## src/copro_pkg.sv

```systemverilog
`default_nettype none

package copro_pkg;

   // --------------------------------------------------
   // cpu bus and memory map sizes
   // --------------------------------------------------

   // 16 bit parasite cpu
   localparam int DSIZE     = 16;
   localparam int ASIZE     = 16;

   // internal ram, 8K words at 0000-0FFF and F000-FFFF
   localparam int RAMSIZE   = 13;

   // external sram, word address plus byte select
   localparam int EXT_ASIZE = 17;
   // first cpu address mapped to the external window
   localparam logic [ASIZE-1:0] EXT_BASE  = 16'h1000;

   // eight mailbox registers from here, vio space
   localparam logic [ASIZE-1:0] TUBE_BASE = 16'hFEF8;

   // --------------------------------------------------
   // decoder result and controller states
   // --------------------------------------------------

   typedef enum logic [1:0] {
      REGION_NONE,
      REGION_TUBE,
      REGION_INT,
      REGION_EXT
   } mem_region_e;

   // idle, low byte, high byte, word ready
   typedef enum logic [1:0] {
      EXT_IDLE,
      EXT_LO,
      EXT_HI,
      EXT_DONE
   } ext_state_e;

endpackage

`default_nettype wire
```

## src/ext_mem_ctrl.sv

```systemverilog
`default_nettype none

module ext_mem_ctrl (
   input  wire                             cpu_clk,
   input  wire                             reset,
   input  wire                             ext_sel,
   input  wire                             cpu_rnw,
   input  wire  [copro_pkg::ASIZE-1:0]     cpu_addr,
   input  wire  [copro_pkg::DSIZE-1:0]     cpu_dout,
   input  wire  [7:0]                      ram_din,
   output logic                            cpu_clken,
   output logic [copro_pkg::DSIZE-1:0]     ext_dout,
   output logic [copro_pkg::EXT_ASIZE-1:0] ram_addr,
   output logic [7:0]                      ram_dout,
   output logic                            ram_cs_b,
   output logic                            ram_oe_b,
   output logic                            ram_we_b
);

   // registered state, never holds EXT_LO
   copro_pkg::ext_state_e       state;
   // state the pins act on this cycle
   copro_pkg::ext_state_e       phase;
   logic [copro_pkg::ASIZE-1:0] word_addr;
   logic [copro_pkg::DSIZE-1:0] rd_word;
   logic                        byte_cycle;
   logic                        hi_byte;

   // --------------------------------------------------
   // sequencing
   // --------------------------------------------------

   // low byte goes out in the same cycle ext_sel shows up,
   // so idle plus select is the low byte cycle
   always_comb
   begin
      if (state == copro_pkg::EXT_IDLE && ext_sel)
         phase = copro_pkg::EXT_LO;
      else
         phase = state;
   end

   // lo -> hi -> done -> idle, three cycles per cpu access
   always_ff @(posedge cpu_clk)
   begin
      if (reset)
         state <= copro_pkg::EXT_IDLE;
      else
      begin
         case (phase)
            copro_pkg::EXT_LO:   state <= copro_pkg::EXT_HI;
            copro_pkg::EXT_HI:   state <= copro_pkg::EXT_DONE;
            // done ends the access, cpu moves on
            default:             state <= copro_pkg::EXT_IDLE;
         endcase
      end
   end

   assign byte_cycle = (phase == copro_pkg::EXT_LO) || (phase == copro_pkg::EXT_HI);
   assign hi_byte    = (phase == copro_pkg::EXT_HI);

   // stall while a byte cycle is running
   assign cpu_clken  = !byte_cycle;

   // --------------------------------------------------
   // sram pins
   // --------------------------------------------------

   // window starts at EXT_BASE, word 0 of the sram
   assign word_addr = cpu_addr - copro_pkg::EXT_BASE;
   // even byte first, odd byte second
   assign ram_addr  = {word_addr, hi_byte};

   assign ram_cs_b  = !byte_cycle;
   assign ram_oe_b  = !(byte_cycle && cpu_rnw);
   assign ram_we_b  = !(byte_cycle && !cpu_rnw);

   // little endian split of the cpu word
   assign ram_dout  = hi_byte ? cpu_dout[copro_pkg::DSIZE-1:8] : cpu_dout[7:0];

   // --------------------------------------------------
   // read assembly
   // --------------------------------------------------

   // capture each byte at the end of its cycle
   // word is complete by EXT_DONE
   always_ff @(posedge cpu_clk)
   begin
      if (cpu_rnw && phase == copro_pkg::EXT_LO)
         rd_word[7:0] <= ram_din;
      if (cpu_rnw && hi_byte)
         rd_word[copro_pkg::DSIZE-1:8] <= ram_din;
   end

   assign ext_dout = rd_word;

   // --------------------------------------------------
   // checks
   // --------------------------------------------------

   // sram bus contention
   a_oe_we_excl : assert property (
      @(posedge cpu_clk) disable iff (reset)
      !(!ram_we_b && !ram_oe_b)
   );

   // access length as the cpu sees it
   a_ext_len : assert property (
      @(posedge cpu_clk) disable iff (reset)
      (state == copro_pkg::EXT_IDLE && ext_sel) |-> ##2 (state == copro_pkg::EXT_DONE)
   );

endmodule

`default_nettype wire

```

## config.mk

```make
export PLATFORM = sky130hd
export DESIGN_NAME = ext_mem_ctrl
export DESIGN_NICKNAME = d
export VERILOG_FILES = /design/src/copro_pkg.sv /design/src/ext_mem_ctrl.sv
export SDC_FILE = /design/constraint.sdc
export NUM_CORES = 1
export LEC_CHECK = 0
export BUFFER_PORTS_ARGS = -buffer_cell sky130_fd_sc_hd__clkbuf_2
export CAP_MARGIN = 40
export CORE_ASPECT_RATIO = 1.2
export CORE_MARGIN = 5
export CORE_UTILIZATION = 33
export CTS_BUF_LIST = sky130_fd_sc_hd__clkbuf_4
export CTS_CLUSTER_SIZE = 20
export DETAILED_ROUTE_END_ITERATION = 6
export PLACE_DENSITY_LB_ADDON = 0.3
export SYNTH_ARGS = -nofsm -noshare
export SYNTH_HDL_FRONTEND = slang
export SYNTH_SLANG_ARGS = --single-unit
```

## constraint.sdc

```tcl
create_clock -name cpu_clk -period 1.4 [get_ports cpu_clk]
set_clock_uncertainty 0.15 [all_clocks]
set_input_delay 0.14 -clock cpu_clk [delete_from_list [all_inputs] [get_ports cpu_clk]]
set_output_delay 0.14 -clock cpu_clk [all_outputs]
set_load 0.05 [all_outputs]
```

==> metrics.md <==
| Metric | Value |
|---|---|
| Post-Synthesis Cells | 59 |
| Number of synthesized register bits | 18 |
| Die Y-Extent | 66.4 um |
| CTS Buffer Depth | 2 |
| CTS tree | done |
| HP Class | input pin to output port |
| Post-synthesis mux area share | 13.7% |
| Final worst-path cycle share | 125% |
| Clock root buffer | clkbuf_4 |
| Setup TNS | -4420 ps |
| CP startpoint kind | register |
| Synth Area in Simple Gates | 5.43% |
| Hold Crit Start | cpu_addr[9] |
| Worst Path Arrival | 1460 ps |
| CTS Sinks | 18 |
| First-pass GRT wire length | 2820 um |
| Worst hold slack | 130 ps |
| Initial core utilization | 34.3% |
| Flop-to-flop setup slack | -80 ps |
| DR iter-0 viols | 1 |
| R2r startpoint | state[1]$_SDFF_PP0_ |
| Complex-gate fraction of the synthesized area | 1.43% |
| Crit Reg-Reg Endpoint | ext_dout[12]$_DFFE_PP_ |
| DRT Pass-1 Iters | 2 |
| Initial antenna violation count | 0 |
| Final setup margin | -353 ps |
| Post-Synthesis Net Count | 105 |
| Xor/xnor share of the synthesized area | 2.00% |
| Fraction of layout cells with a size suffix above 1 | 72.5% |
| PwrDens | 1180 nW/um^2 |
| Min-Delay Path Depth | 0 |
| Final Non-Filler Cells | 165 |
| Core area | 2550 um^2 |
| DP Area | 1230 um^2 |
| Most numerous cell in the Yosys netlist | edfxtp_1 |
| Max-Slew Margin vs Limit | 79.8% |
| Status | finished with violations |
| Final Cell Area | 1550 um^2 |
| Mean post-synth cell area | 14.8 um^2 |
| Netlist cell types | 16 |
| Cts bufs inserted | 3 |
| Total power | 1.82 mW |
| Cell taking the most area after synthesis | edfxtp_1 |
| GRT Util Overall | 9.76% |
| Synthesized area | 876 um^2 |
| Synth top area share | 54.9% |
| Setup repair after global routing missed its margin | true |
| Vias per inst | 4.19 |
| Synth top area cells | edfxtp_1 (55%), mux2_4 (14%), buf_4 (12%), dfxtp_1 (4.6%), ha_1 (2.9%) |
| Largest net degree at the start of global routing | 11 |
| Gp weighted congestion | 0.693 |
| Port bufs | 64 |
| Worst-Margin Slew | 301 ps |
| Worst setup EP type | output port |
| Vias | 691 |
| Cell Rows | 20 |
| Placed cells | 146 |
| Fin crit period | 1750 ps |
| Nets@finish | 178 |
| Adder-Cell Fraction of Synth Area | 2.86% |
| Yosys Warn Count | 0 |
| Worst-Skew Late Latency | 280 ps |
| Reg2Reg Depth | 6 |
| Register area share after synthesis | 59.4% |
| Hold EP | ram_addr[10] |
| Largest family of logic cells by synthesized area | buffers and inverters |
| Ports | 89 |
| Fin. Hold Viols | 0 |
| Pleak | 0.731 nW |
| Max Cap Viol | 0 |
| H-Tree Depth | 1 |
| Number of synthesized flops with an enable pin | 16 |
| Die Area | 3790 um^2 |
| # setup viols final | 21 |
| Vias in the first global route | 697 |
| Ys async rst share | 0% |
| Post-synth top cells | edfxtp_1 (16), buf_4 (14), mux2_4 (8), inv_1 (5) |
| Fin. max-slew vios | 0 |
| Grt total ovfl | 0 |
| Die Wd | 57.0 um |
| WS Path Type | register to output port |
| Prevailing post-synth register cell | edfxtp_1 |
| CP Max Fanout | 4 |
| Drt wl/cell | 12.9 um |
| Drc violations | 0 |
| Failing checks | setup timing |
| Clk pin slew, worst setup/hold paths | 90 ps |
| ANT nets after route | 0 |
| HPWL after DPL | 1610 um |
| Max Fclk | 0.571 GHz |
| Total Routed Length | 2130 um |
| Required time of the critical path | 1110 ps |
| Max VDD drop | 0.000721 V |
| Layout area overhead | 76.4% |
==> how the worst max path moves through the flow <==
stage,startpoint,cells after the start,to,slack [ps]
floorplan,state[1]$_SDFF_PP0_,4,ram_oe_b,-60
global placement,state[1]$_SDFF_PP0_,5,ram_we_b,-70
detailed placement,state[1]$_SDFF_PP0_,5,ram_we_b,-90
CTS,state[1]$_SDFF_PP0_,5,ram_we_b,-360
global route,state[1]$_SDFF_PP0_,5,ram_we_b,-410
finish,state[1]$_SDFF_PP0_,5,ram_we_b,-350
==> worst max-delay path, cell delays in order, from the launching register on <==
cell and delay (ps):
dfxtp_2 350, inv_2 40, a21o_1 180, ha_4 230, or2_4 230, buf_8 150
==> sequential cells by signal, indices dropped and copies added (netlist names) <==
signal / cells
state: 2
ext_dout: 16
==> layout make-up <==
cell class	instances	area, um^2
timing repair inverter	1	8.76
fill	233	1010
timing repair buffer	81	633
sequential	18	522
inverter	6	38.8
antenna	1	2.50
clock buffer	3	22.5
tap	33	41.3
multi-input combinational	21	273
clock inverter	1	3.75
==> stage by stage <==
step                      setup slack, ps  util (%)
after floorplan                     -63.0         -
after global placement              -65.9      48.1
after detailed placement            -91.7      48.1
after CTS                            -361      57.7
after global routing                 -411      60.4
final                                -353      60.5
==> repair_timing <==
action / 4_1_cts / 5_1_grt
pin swaps: 0 / 0
cloned: 0 / 1
gates resized for setup: 28 / 16
setup endpoints to repair: 21 / 21
buffers inserted: 0 / 4
endpoints found under the hold margin: 18 / 0
hold buffers: 9 / 0
==> cell usage in the layout, fill, tap and decap left out <==
| cell type | instances |
|---|---|
| edfxtp_1 | 16 |
| mux2_4 | 8 |
| nand2b_4 | 2 |
| or2_4 | 1 |
| buf_12 | 1 |
| dfxtp_2 | 1 |
| and2_1 | 1 |
| clkbuf_16 | 2 |
| xor2_2 | 1 |
| inv_1 | 3 |
| buf_4 | 7 |
| dlygate4sd3_1 | 9 |
| a21o_1 | 1 |
| buf_8 | 11 |
| dfxtp_1 | 1 |
| xor2_4 | 1 |
| ha_1 | 1 |
| clkbuf_2 | 51 |
| ha_4 | 1 |
| inv_6 | 1 |
| diode_2 | 1 |
| clkinv_8 | 1 |
| nor3_1 | 1 |
| and2_2 | 1 |
| clkbuf_4 | 3 |
| clkinvlp_4 | 1 |
| a21oi_1 | 1 |
| inv_2 | 1 |
| nor2_1 | 1 |
| clkinv_1 | 1 |
==> layer usage <==
layer | wire (um) | vias to the layer above | GRT usage [%] | part of all wire [%]
met2 | 1190 | 34 | 17.0 | 56
met1 | 696 | 312 | 9.65 | 33
met5 | 0 | - | 0 | 0
met3 | 222 | 10 | 3.71 | 10
met4 | 26 | 0 | 6.09 | 1.2
li1 | - | 335 | - | -
==> report_power, final <==
| group | internal, mW | switching (mW) |
|---|---|---|
| registers | 0.627 | 0.0105 |
| logic | 0.407 | 0.531 |
| clock network | 0.103 | 0.142 |
| total | 1.14 | 0.684 |
==> cells by family after synthesis <==
family	count (synthesis)
AO/OA/AOI/OAI	2
XOR/XNOR	2
adder cells (fa/ha/maj)	2
buffers and inverters	20
flip-flops	18
multiplexers	8
AND/OR/NAND/NOR	7
(Power assumes the default switching activity.)
