**src/tube_pkg.sv**
```systemverilog
`default_nettype none

package tube_pkg;

   // mailbox is byte wide with three register address bits
   localparam int TUBE_DW = 8;
   localparam int TUBE_AW = 3;

   // register numbers, low address bits on either side
   typedef enum logic [TUBE_AW-1:0] {
      TUBE_STATUS = 3'd0,
      TUBE_DATA   = 3'd1,
      TUBE_CTRL   = 3'd2
   } tube_reg_e;

   // status bits, as seen by whichever side reads them
   // byte waiting for this side
   localparam int STAT_AVAIL  = 7;
   // other side's latch is empty
   localparam int STAT_ROOM   = 6;

   // control register, host writes only
   localparam int CTRL_IRQ_EN = 0;

endpackage

`default_nettype wire

```
**src/tube_regs.sv**
```systemverilog
`default_nettype none

module tube_regs (
   input  wire                           cpu_clk,
   input  wire                           reset,
   // parasite side
   input  wire                           p_sel,
   input  wire  [tube_pkg::TUBE_AW-1:0]  p_addr,
   input  wire                           p_rnw,
   input  wire  [tube_pkg::TUBE_DW-1:0]  p_din,
   output logic [tube_pkg::TUBE_DW-1:0]  p_dout,
   output logic                          p_irq_b,
   // host side, sampled on cpu_clk
   input  wire                           h_cs_b,
   input  wire  [tube_pkg::TUBE_AW-1:0]  h_addr,
   input  wire                           h_rdnw,
   input  wire  [tube_pkg::TUBE_DW-1:0]  h_din,
   output logic [tube_pkg::TUBE_DW-1:0]  h_dout,
   output logic                          h_irq_b
);

   // host to parasite latch
   logic [tube_pkg::TUBE_DW-1:0] h2p_data;
   logic                         h2p_full;
   // parasite to host latch
   logic [tube_pkg::TUBE_DW-1:0] p2h_data;
   logic                         p2h_full;
   logic                         irq_en;
   logic [tube_pkg::TUBE_DW-1:0] ctrl_byte;
   // data register strobes
   logic                         p_rd_data;
   logic                         p_wr_data;
   logic                         h_rd_data;
   logic                         h_wr_data;
   logic                         h_wr_ctrl;
   // qualified latch events
   logic                         h2p_fill;
   logic                         h2p_drain;
   logic                         p2h_fill;
   logic                         p2h_drain;

   function automatic logic [tube_pkg::TUBE_DW-1:0] status_byte(input logic avail,
                                                                input logic room);
      logic [tube_pkg::TUBE_DW-1:0] s;
      s = '0;
      s[tube_pkg::STAT_AVAIL] = avail;
      s[tube_pkg::STAT_ROOM]  = room;
      return s;
   endfunction

   // --------------------------------------------------
   // access strobes
   // --------------------------------------------------

   assign p_rd_data = p_sel && p_rnw && (p_addr == tube_pkg::TUBE_DATA);
   assign p_wr_data = p_sel && !p_rnw && (p_addr == tube_pkg::TUBE_DATA);
   assign h_rd_data = !h_cs_b && h_rdnw && (h_addr == tube_pkg::TUBE_DATA);
   assign h_wr_data = !h_cs_b && !h_rdnw && (h_addr == tube_pkg::TUBE_DATA);
   assign h_wr_ctrl = !h_cs_b && !h_rdnw && (h_addr == tube_pkg::TUBE_CTRL);

   // write to a full latch is dropped
   assign h2p_fill  = h_wr_data && !h2p_full;
   assign h2p_drain = p_rd_data && h2p_full;
   assign p2h_fill  = p_wr_data && !p2h_full;
   assign p2h_drain = h_rd_data && p2h_full;

   // --------------------------------------------------
   // flags and control
   // --------------------------------------------------

   always_ff @(posedge cpu_clk)
   begin
      if (reset)
      begin
         h2p_full <= 1'b0;
         p2h_full <= 1'b0;
         irq_en   <= 1'b0;
      end
      else
      begin
         if (h2p_fill)
            h2p_full <= 1'b1;
         else if (h2p_drain)
            h2p_full <= 1'b0;
         if (p2h_fill)
            p2h_full <= 1'b1;
         else if (p2h_drain)
            p2h_full <= 1'b0;
         // enable only reachable from the host
         if (h_wr_ctrl)
            irq_en <= h_din[tube_pkg::CTRL_IRQ_EN];
      end
   end

   // latch payload
   always_ff @(posedge cpu_clk)
   begin
      if (h2p_fill)
         h2p_data <= h_din;
      if (p2h_fill)
         p2h_data <= p_din;
   end

   // --------------------------------------------------
   // read back
   // --------------------------------------------------

   assign ctrl_byte = tube_pkg::TUBE_DW'(irq_en) << tube_pkg::CTRL_IRQ_EN;

   // parasite view, avail = host byte waiting
   always_comb
   begin
      case (p_addr)
         tube_pkg::TUBE_STATUS: p_dout = status_byte(h2p_full, !p2h_full);
         tube_pkg::TUBE_DATA:   p_dout = h2p_data;
         tube_pkg::TUBE_CTRL:   p_dout = ctrl_byte;
         default:               p_dout = '0;
      endcase
   end

   // host view, mirror image
   always_comb
   begin
      case (h_addr)
         tube_pkg::TUBE_STATUS: h_dout = status_byte(p2h_full, !h2p_full);
         tube_pkg::TUBE_DATA:   h_dout = p2h_data;
         tube_pkg::TUBE_CTRL:   h_dout = ctrl_byte;
         default:               h_dout = '0;
      endcase
   end

   // interrupt parasite while host data waits
   assign p_irq_b = !(h2p_full && irq_en);
   // host irq pin kept, never asserted
   assign h_irq_b = 1'b1;

   // a latch fills only from its writer's side and empties only from its reader's side
   a_h2p_latch : assert property (
      @(posedge cpu_clk) disable iff (reset)
      (h2p_full != $past(h2p_full)) |-> (h2p_full ? $past(h_wr_data) : $past(p_rd_data))
   );

   a_p2h_latch : assert property (
      @(posedge cpu_clk) disable iff (reset)
      (p2h_full != $past(p2h_full)) |-> (p2h_full ? $past(p_wr_data) : $past(h_rd_data))
   );

endmodule

`default_nettype wire

```
**config.mk**
```make
export PLATFORM = sky130hd
export DESIGN_NAME = tube_regs
export DESIGN_NICKNAME = d
export VERILOG_FILES = /design/src/tube_pkg.sv /design/src/tube_regs.sv
export SDC_FILE = /design/constraint.sdc
export NUM_CORES = 1
export LEC_CHECK = 0
export ABC_AREA = 1
export BUFFER_PORTS_ARGS = -buffer_cell sky130_fd_sc_hd__buf_2
export CAP_MARGIN = 20
export CORE_MARGIN = 2
export CORE_UTILIZATION = 39
export CTS_CLUSTER_SIZE = 40
export DETAILED_ROUTE_END_ITERATION = 10
export GPL_ROUTABILITY_DRIVEN = 0
export PLACE_DENSITY = 0.79
export SLEW_MARGIN = 20
export SYNTH_ARGS = -nofsm -noshare
export SYNTH_HDL_FRONTEND = slang
export SYNTH_SLANG_ARGS = --single-unit
```
**constraint.sdc**
```tcl
create_clock -name cpu_clk -period 1.08 [get_ports cpu_clk]
set_input_delay 0.108 -clock cpu_clk [delete_from_list [all_inputs] [get_ports cpu_clk]]
set_output_delay 0.108 -clock cpu_clk [all_outputs]
set_load 0.01 [all_outputs]
```
==> reports/metrics.csv, run 1 <==
metric,value,unit
outcome,"complete, but fails checks",
failing checks,setup timing,
Hold Path Class,input pin to flip-flop,
Die H,51.8,um
CTS sink count,19,
unrepaired setup endpoints after global routing,true,
CTS max path bufs,2,
final setup fails,4,
Initial Utilization,40.7,%
die area,2680,um^2
Pre-antenna DRT Iters,4,
area occupied by multi-input gates,293,um^2
Max Cap Violations,0,
vias post-DR,863,
first-pass GRT wire length,3.39,mm
Synth Warn #,0,
Final #Nets,192,
min cycle time layout,1.16,ns
Total Wirelength,2.15,mm
initial detailed-routing violation count,13,
Setup crit end kind,primary output,
final cell count without fillers,191,
Mapped Nets,122,
Final Hold Violating Endpoints,0,
hpwl dp,1.55,mm
initial antenna violation count,0,
"Power, Total",0.00138,W
peak supply drop,755,uV
largest net degree at the start of global routing,11,
H-tree depth,1,
Crit Path Max Fanout,4,
vias in the first global route,834,
core area,2190,um^2
design area,1420,um^2
gr usage total,17.9,%
later-pin clock latency in the skew report,0.29,ns
"Reg clk slew, reported paths",0.10,ns
Routed Antenna Nets,0,
port buffer count,44,
Avg WL per Cell,11.2,um
Leakage,0.708,nW
Root Driver,clkbuf_4,
#FFs+latches synth,19,
most frequent cells in the layout,"buf_2 (44), nand2_1 (18)",
Final Worst Setup Slack,-0.0775,ns
Synth Area per Inst,9.48,um^2
final slew viol count,0,
Critical Path AT,1.05,ns
drt drc,0,
fmax,0.864,GHz
Overflow after GRT,0,
Fill cells,172,
power per cell area,973,nW/um^2
sequential area share after synthesis,60.7,%
die width,51.8,um
layout cells sized above 1,46.0,%
final setup TNS,-0.149,ns
register area,547,um^2
Mapped Area,891,um^2
# placed instances,170,
TritonCTS clock tree,yes,
final hold slack,0.0213,ns
Ports,46,
Final period util,107,%
Final Skew,0.00212,ns
row count,17,
CP required,0.97,ns
Syn Inst Count,94,
CP Class,flip-flop to primary output,
placed cell area,1180,um^2
CTS Buf Count,3,
diode count,0,
vias per std cell,4.52,
"commonest non-fill, non-tap cell in the layout",buf_2,
startpoint types,flip-flop,
P&R area growth vs syn,59.6,%
"Distinct cells, synth",17,
==> report_power, final <==
| part | total (W) | switching [W] | leakage [nW] | internal (W) |
|---|---|---|---|---|
| Clock | 0.000353 | 0.000209 | 0.0150 | 0.000144 |
| Sequential | 0.000812 | 0.00000524 | 0.171 | 0.000806 |
| Combinational | 0.000218 | 0.000101 | 0.523 | 0.000116 |
==> cell type report <==
cell class                 count  share of cell area (%)
clock buffer                   4                    1.85
inverter                      20                    6.16
multi-input combinational     54                    20.6
sequential                    19                    38.5
tap                           28                    2.46
timing repair buffer          66                    30.5
==> final timing paths <==
path | from | to | slack [ns] | depth (start not counted)
worst min register to register | irq_en | irq_en | 0.57 | 4
worst max-delay path | h2p_full | p_dout[7] | -0.08 | 4
worst max register to register | h2p_full | h2p_data[4] | 0.01 | 4
worst min-delay path | h_din[0] | h2p_data[0] | 0.02 | 1
==> state kept, by name, indices dropped and copies added, names as in the netlist <==
register	count
h2p_data	8
p2h_data	8
h2p_full	1
irq_en	1
p2h_full	1
==> metrics by stage <==
step,utilization [%],setup slack (ns)
global placement,53.7,0.0176
global route,64.9,-0.117
floorplan,-,0.0280
detailed placement,53.7,-0.0190
CTS,63.4,-0.0767
finish,64.9,-0.0775
==> per-layer routing <==
metal,vias to the layer above,part of all wire [%],track usage [%]
li1,428,-,-
met4,0,2.9,12.3
met1,401,39,19.3
met3,6,4.8,3.16
met2,28,53,31.4
met5,-,0,0
==> critical path: stages (launching register included) <==
cell,delay (ns)
dfxtp_2,0.35
buf_6,0.12
nand3_2,0.07
nand2_1,0.09
buf_2,0.13
==> cells in the mapped netlist (all sizes together) <==
library cell	n	share of area, %
a21oi	2	2.0
buf	1	0.84
clkinv	2	1.1
conb	1	0.42
dfxtp	3	6.7
edfxtp	16	54
inv	18	7.6
nand2	22	11
nand3	7	3.9
nor2	18	8.7
nor3	1	1.8
nor3b	1	0.84
o21ai	2	1.1
==> repair_timing <==
action	in CTS	in global routing
hold endpoints to repair	15	2
setup endpoints to repair	15	26
hold buffers	15	1
gates resized for setup	13	5
pin swaps	6	6
setup buffers	0	1
==> logic make-up (layout without fill, tap and decap cells) <==
kind of cell	Yosys count	after routing	synth area share, %
compound gates	4	4	3.09
buf+inv	21	90	9.55
flops	19	19	60.7
other cells	1	1	0.421
simple gates	49	49	26.3
Note: power is estimated with default switching activity, not from simulation.
==> run 2: changes to the inputs <==
Settings changed: PLACE_DENSITY 0.79 to 0.73.
==> run 2 against run 1 <==
Compared with the run above: the run still ends with setup timing left; design area rose by 1.5%; via count fell by 2.4%; combinational power barely moved; sequential power barely moved; non-clock buffer count rose by 2; global-route usage fell by 2.0 points; register-to-register slack improved by 0.04 ns; die area did not move; critical endpoint unchanged.
==> reports/metrics.csv, run 2 (synthesized netlist as in run 1, its figures left out) <==
metric,value,unit,change
Die H,51.8,um,unchanged
Root Driver,clkbuf_4,,
hold_sp,p_addr[0],,
CP required,0.97,ns,about the same
largest stage delay on the critical path,0.38,ns,+0.03 ns
Max Cap Violations,0,,unchanged
Top Family by Delay on Critical Path,flip-flops,,
worst-path cell chain,"buf_6, nand3_2, nand2_1, buf_2",,
hold depth,4,,+3
FF-to-FF Start,h2p_full,,
unrepaired setup endpoints after global routing,true,,
vias in the first global route,796,,-4.6%
Leakage,0.718,nW,+1.4%
initial antenna violation count,0,,unchanged
Hold Path Class,input pin to flip-flop,,
later-pin clock latency in the skew report,0.29,ns,about the same
CTS sink count,19,,unchanged
area occupied by multi-input gates,293,um^2,unchanged
layout cells sized above 1,46.7,%,+0.65 points
power per cell area,954,nW/um^2,-2.0%
outcome,"complete, but fails checks",,
"Reg clk slew, reported paths",0.11,ns,about the same
Critical Path AT,1.03,ns,-0.02 ns
Hold EP,h2p_full,,
Fill cells,157,,-8.7%
Overflow after GRT,0,,unchanged
final setup fails,4,,unchanged
Reg2Reg Depth,3,,-1
largest net degree at the start of global routing,12,,+1
gr usage total,15.8,%,-2.0 points
initial detailed-routing violation count,11,,-2
port buffer count,44,,unchanged
peak supply drop,1000,uV,+33%
"commonest non-fill, non-tap cell in the layout",buf_2,,
startpoint types,flip-flop,,
Initial Utilization,40.7,%,unchanged
Avg WL per Cell,10.1,um,-10%
register area,549,um^2,+0.46%
most frequent cells in the layout,"buf_2 (44), nand2_1 (18), dlygate4sd3_1 (17)",,
P&R area growth vs syn,61.9,%,
Final Worst Setup Slack,-0.0625,ns,+0.0151 ns
largest registers,"h2p_data x8, p2h_data x8",,
min cycle time layout,1.14,ns,-0.0151 ns
Crit Path Max Fanout,4,,unchanged
worst path buffer plus inverter count,2,,unchanged
CTS Buf Count,3,,unchanged
vias per std cell,4.36,,-3.4%
Setup crit end kind,primary output,,
CTS max path bufs,2,,unchanged
final setup TNS,-0.136,ns,+0.0132 ns
vias post-DR,842,,-2.4%
Final period util,106,%,-1.4 points
drt drc,0,,unchanged
diode count,0,,unchanged
Final Skew,0.00517,ns,+0.00305 ns
CP Class,flip-flop to primary output,,
Ports,46,,unchanged
Routed Antenna Nets,0,,unchanged
"setup slack, reg-to-reg",0.05,ns,+0.04 ns
die area,2680,um^2,unchanged
Pre-antenna DRT Iters,5,,+1
core area,2190,um^2,unchanged
Crit Reg-Reg Endpoint,h2p_data[0],,
fmax,0.875,GHz,+1.3%
first-pass GRT wire length,3.15,mm,-7.1%
Total Wirelength,1.95,mm,-9.4%
pre-CTS WS,-0.0882,ns,-0.0692 ns
Final Hold Violating Endpoints,0,,unchanged
H-tree depth,1,,unchanged
TritonCTS clock tree,yes,,
hpwl dp,1.45,mm,-6.4%
Final #Nets,194,,+1.0%
final core area utilization,65.8,%,+0.97 points
die width,51.8,um,unchanged
Crit-path slowest cell,dfxtp_4,,
failing checks,setup timing,,
final slew viol count,0,,unchanged
row count,17,,unchanged
==> run 2: tightest hold or removal path, cell delays in order <==
cell and delay (ns):
buf_2 0.10, nand3_1 0.07, nand2_1 0.07, a21oi_2 0.05
==> run 2: area by class of cell <==
type                            instances  area share, %
Clock inverter                          1          0.347
Tap cell                               28           2.43
Inverter                               20           6.07
Clock buffer                            3           1.56
Multi-Input combinational cell         54           20.3
Sequential cell                        19           38.1
Timing Repair Buffer                   68           31.2
==> run 2: worst max path at each step <==
stage          startpoint           to  cells after the start
4_1_cts          h2p_full    p_dout[7]                      4
3_5_place_dp     p2h_full  p2h_data[5]                      3
6_report         h2p_full    p_dout[7]                      4
5_1_grt          h2p_full    p_dout[7]                      4
2_1_floorplan    p2h_full  p2h_data[0]                      3
3_3_place_gp     p2h_full  p2h_data[5]                      3
==> run 2: power by group <==
group	total, W	internal (W)	switching, W
Combinational	0.000216	0.000119	0.0000965
Clock	0.000350	0.000138	0.000212
Sequential	0.000810	0.000804	0.00000585
Total	0.00138	0.00106	0.000314
==> run 2: what timing repair did <==
item                                    4_1_cts  5_1_grt
hold endpoints to repair                     18        0
pin swaps                                     4        8
hold buffers                                 17        0
endpoints found under the setup margin       15       27
resized for setup                            12        7
buffers inserted                              0        1
==> run 2: layer usage <==
layer	wire (um)	vias to the layer above	GRT usage (%)
met5	0	-	0
met3	106	0	2.30
met2	1020	28	29.7
li1	-	433	-
met4	0	0	3.95
met1	815	381	18.8
==> run 2: per-stage QoR <==
stage	area (um^2)	total power (W)	hold WS [ns]	std cells
floorplan	891	0.000893	0.170	94
global route	1440	0.00144	0.158	193
global placement	1180	0.000984	0.284	171
detailed placement	1180	0.000988	0.286	171
finish	1440	0.00138	0.138	193
CTS	1410	0.00139	0.114	192
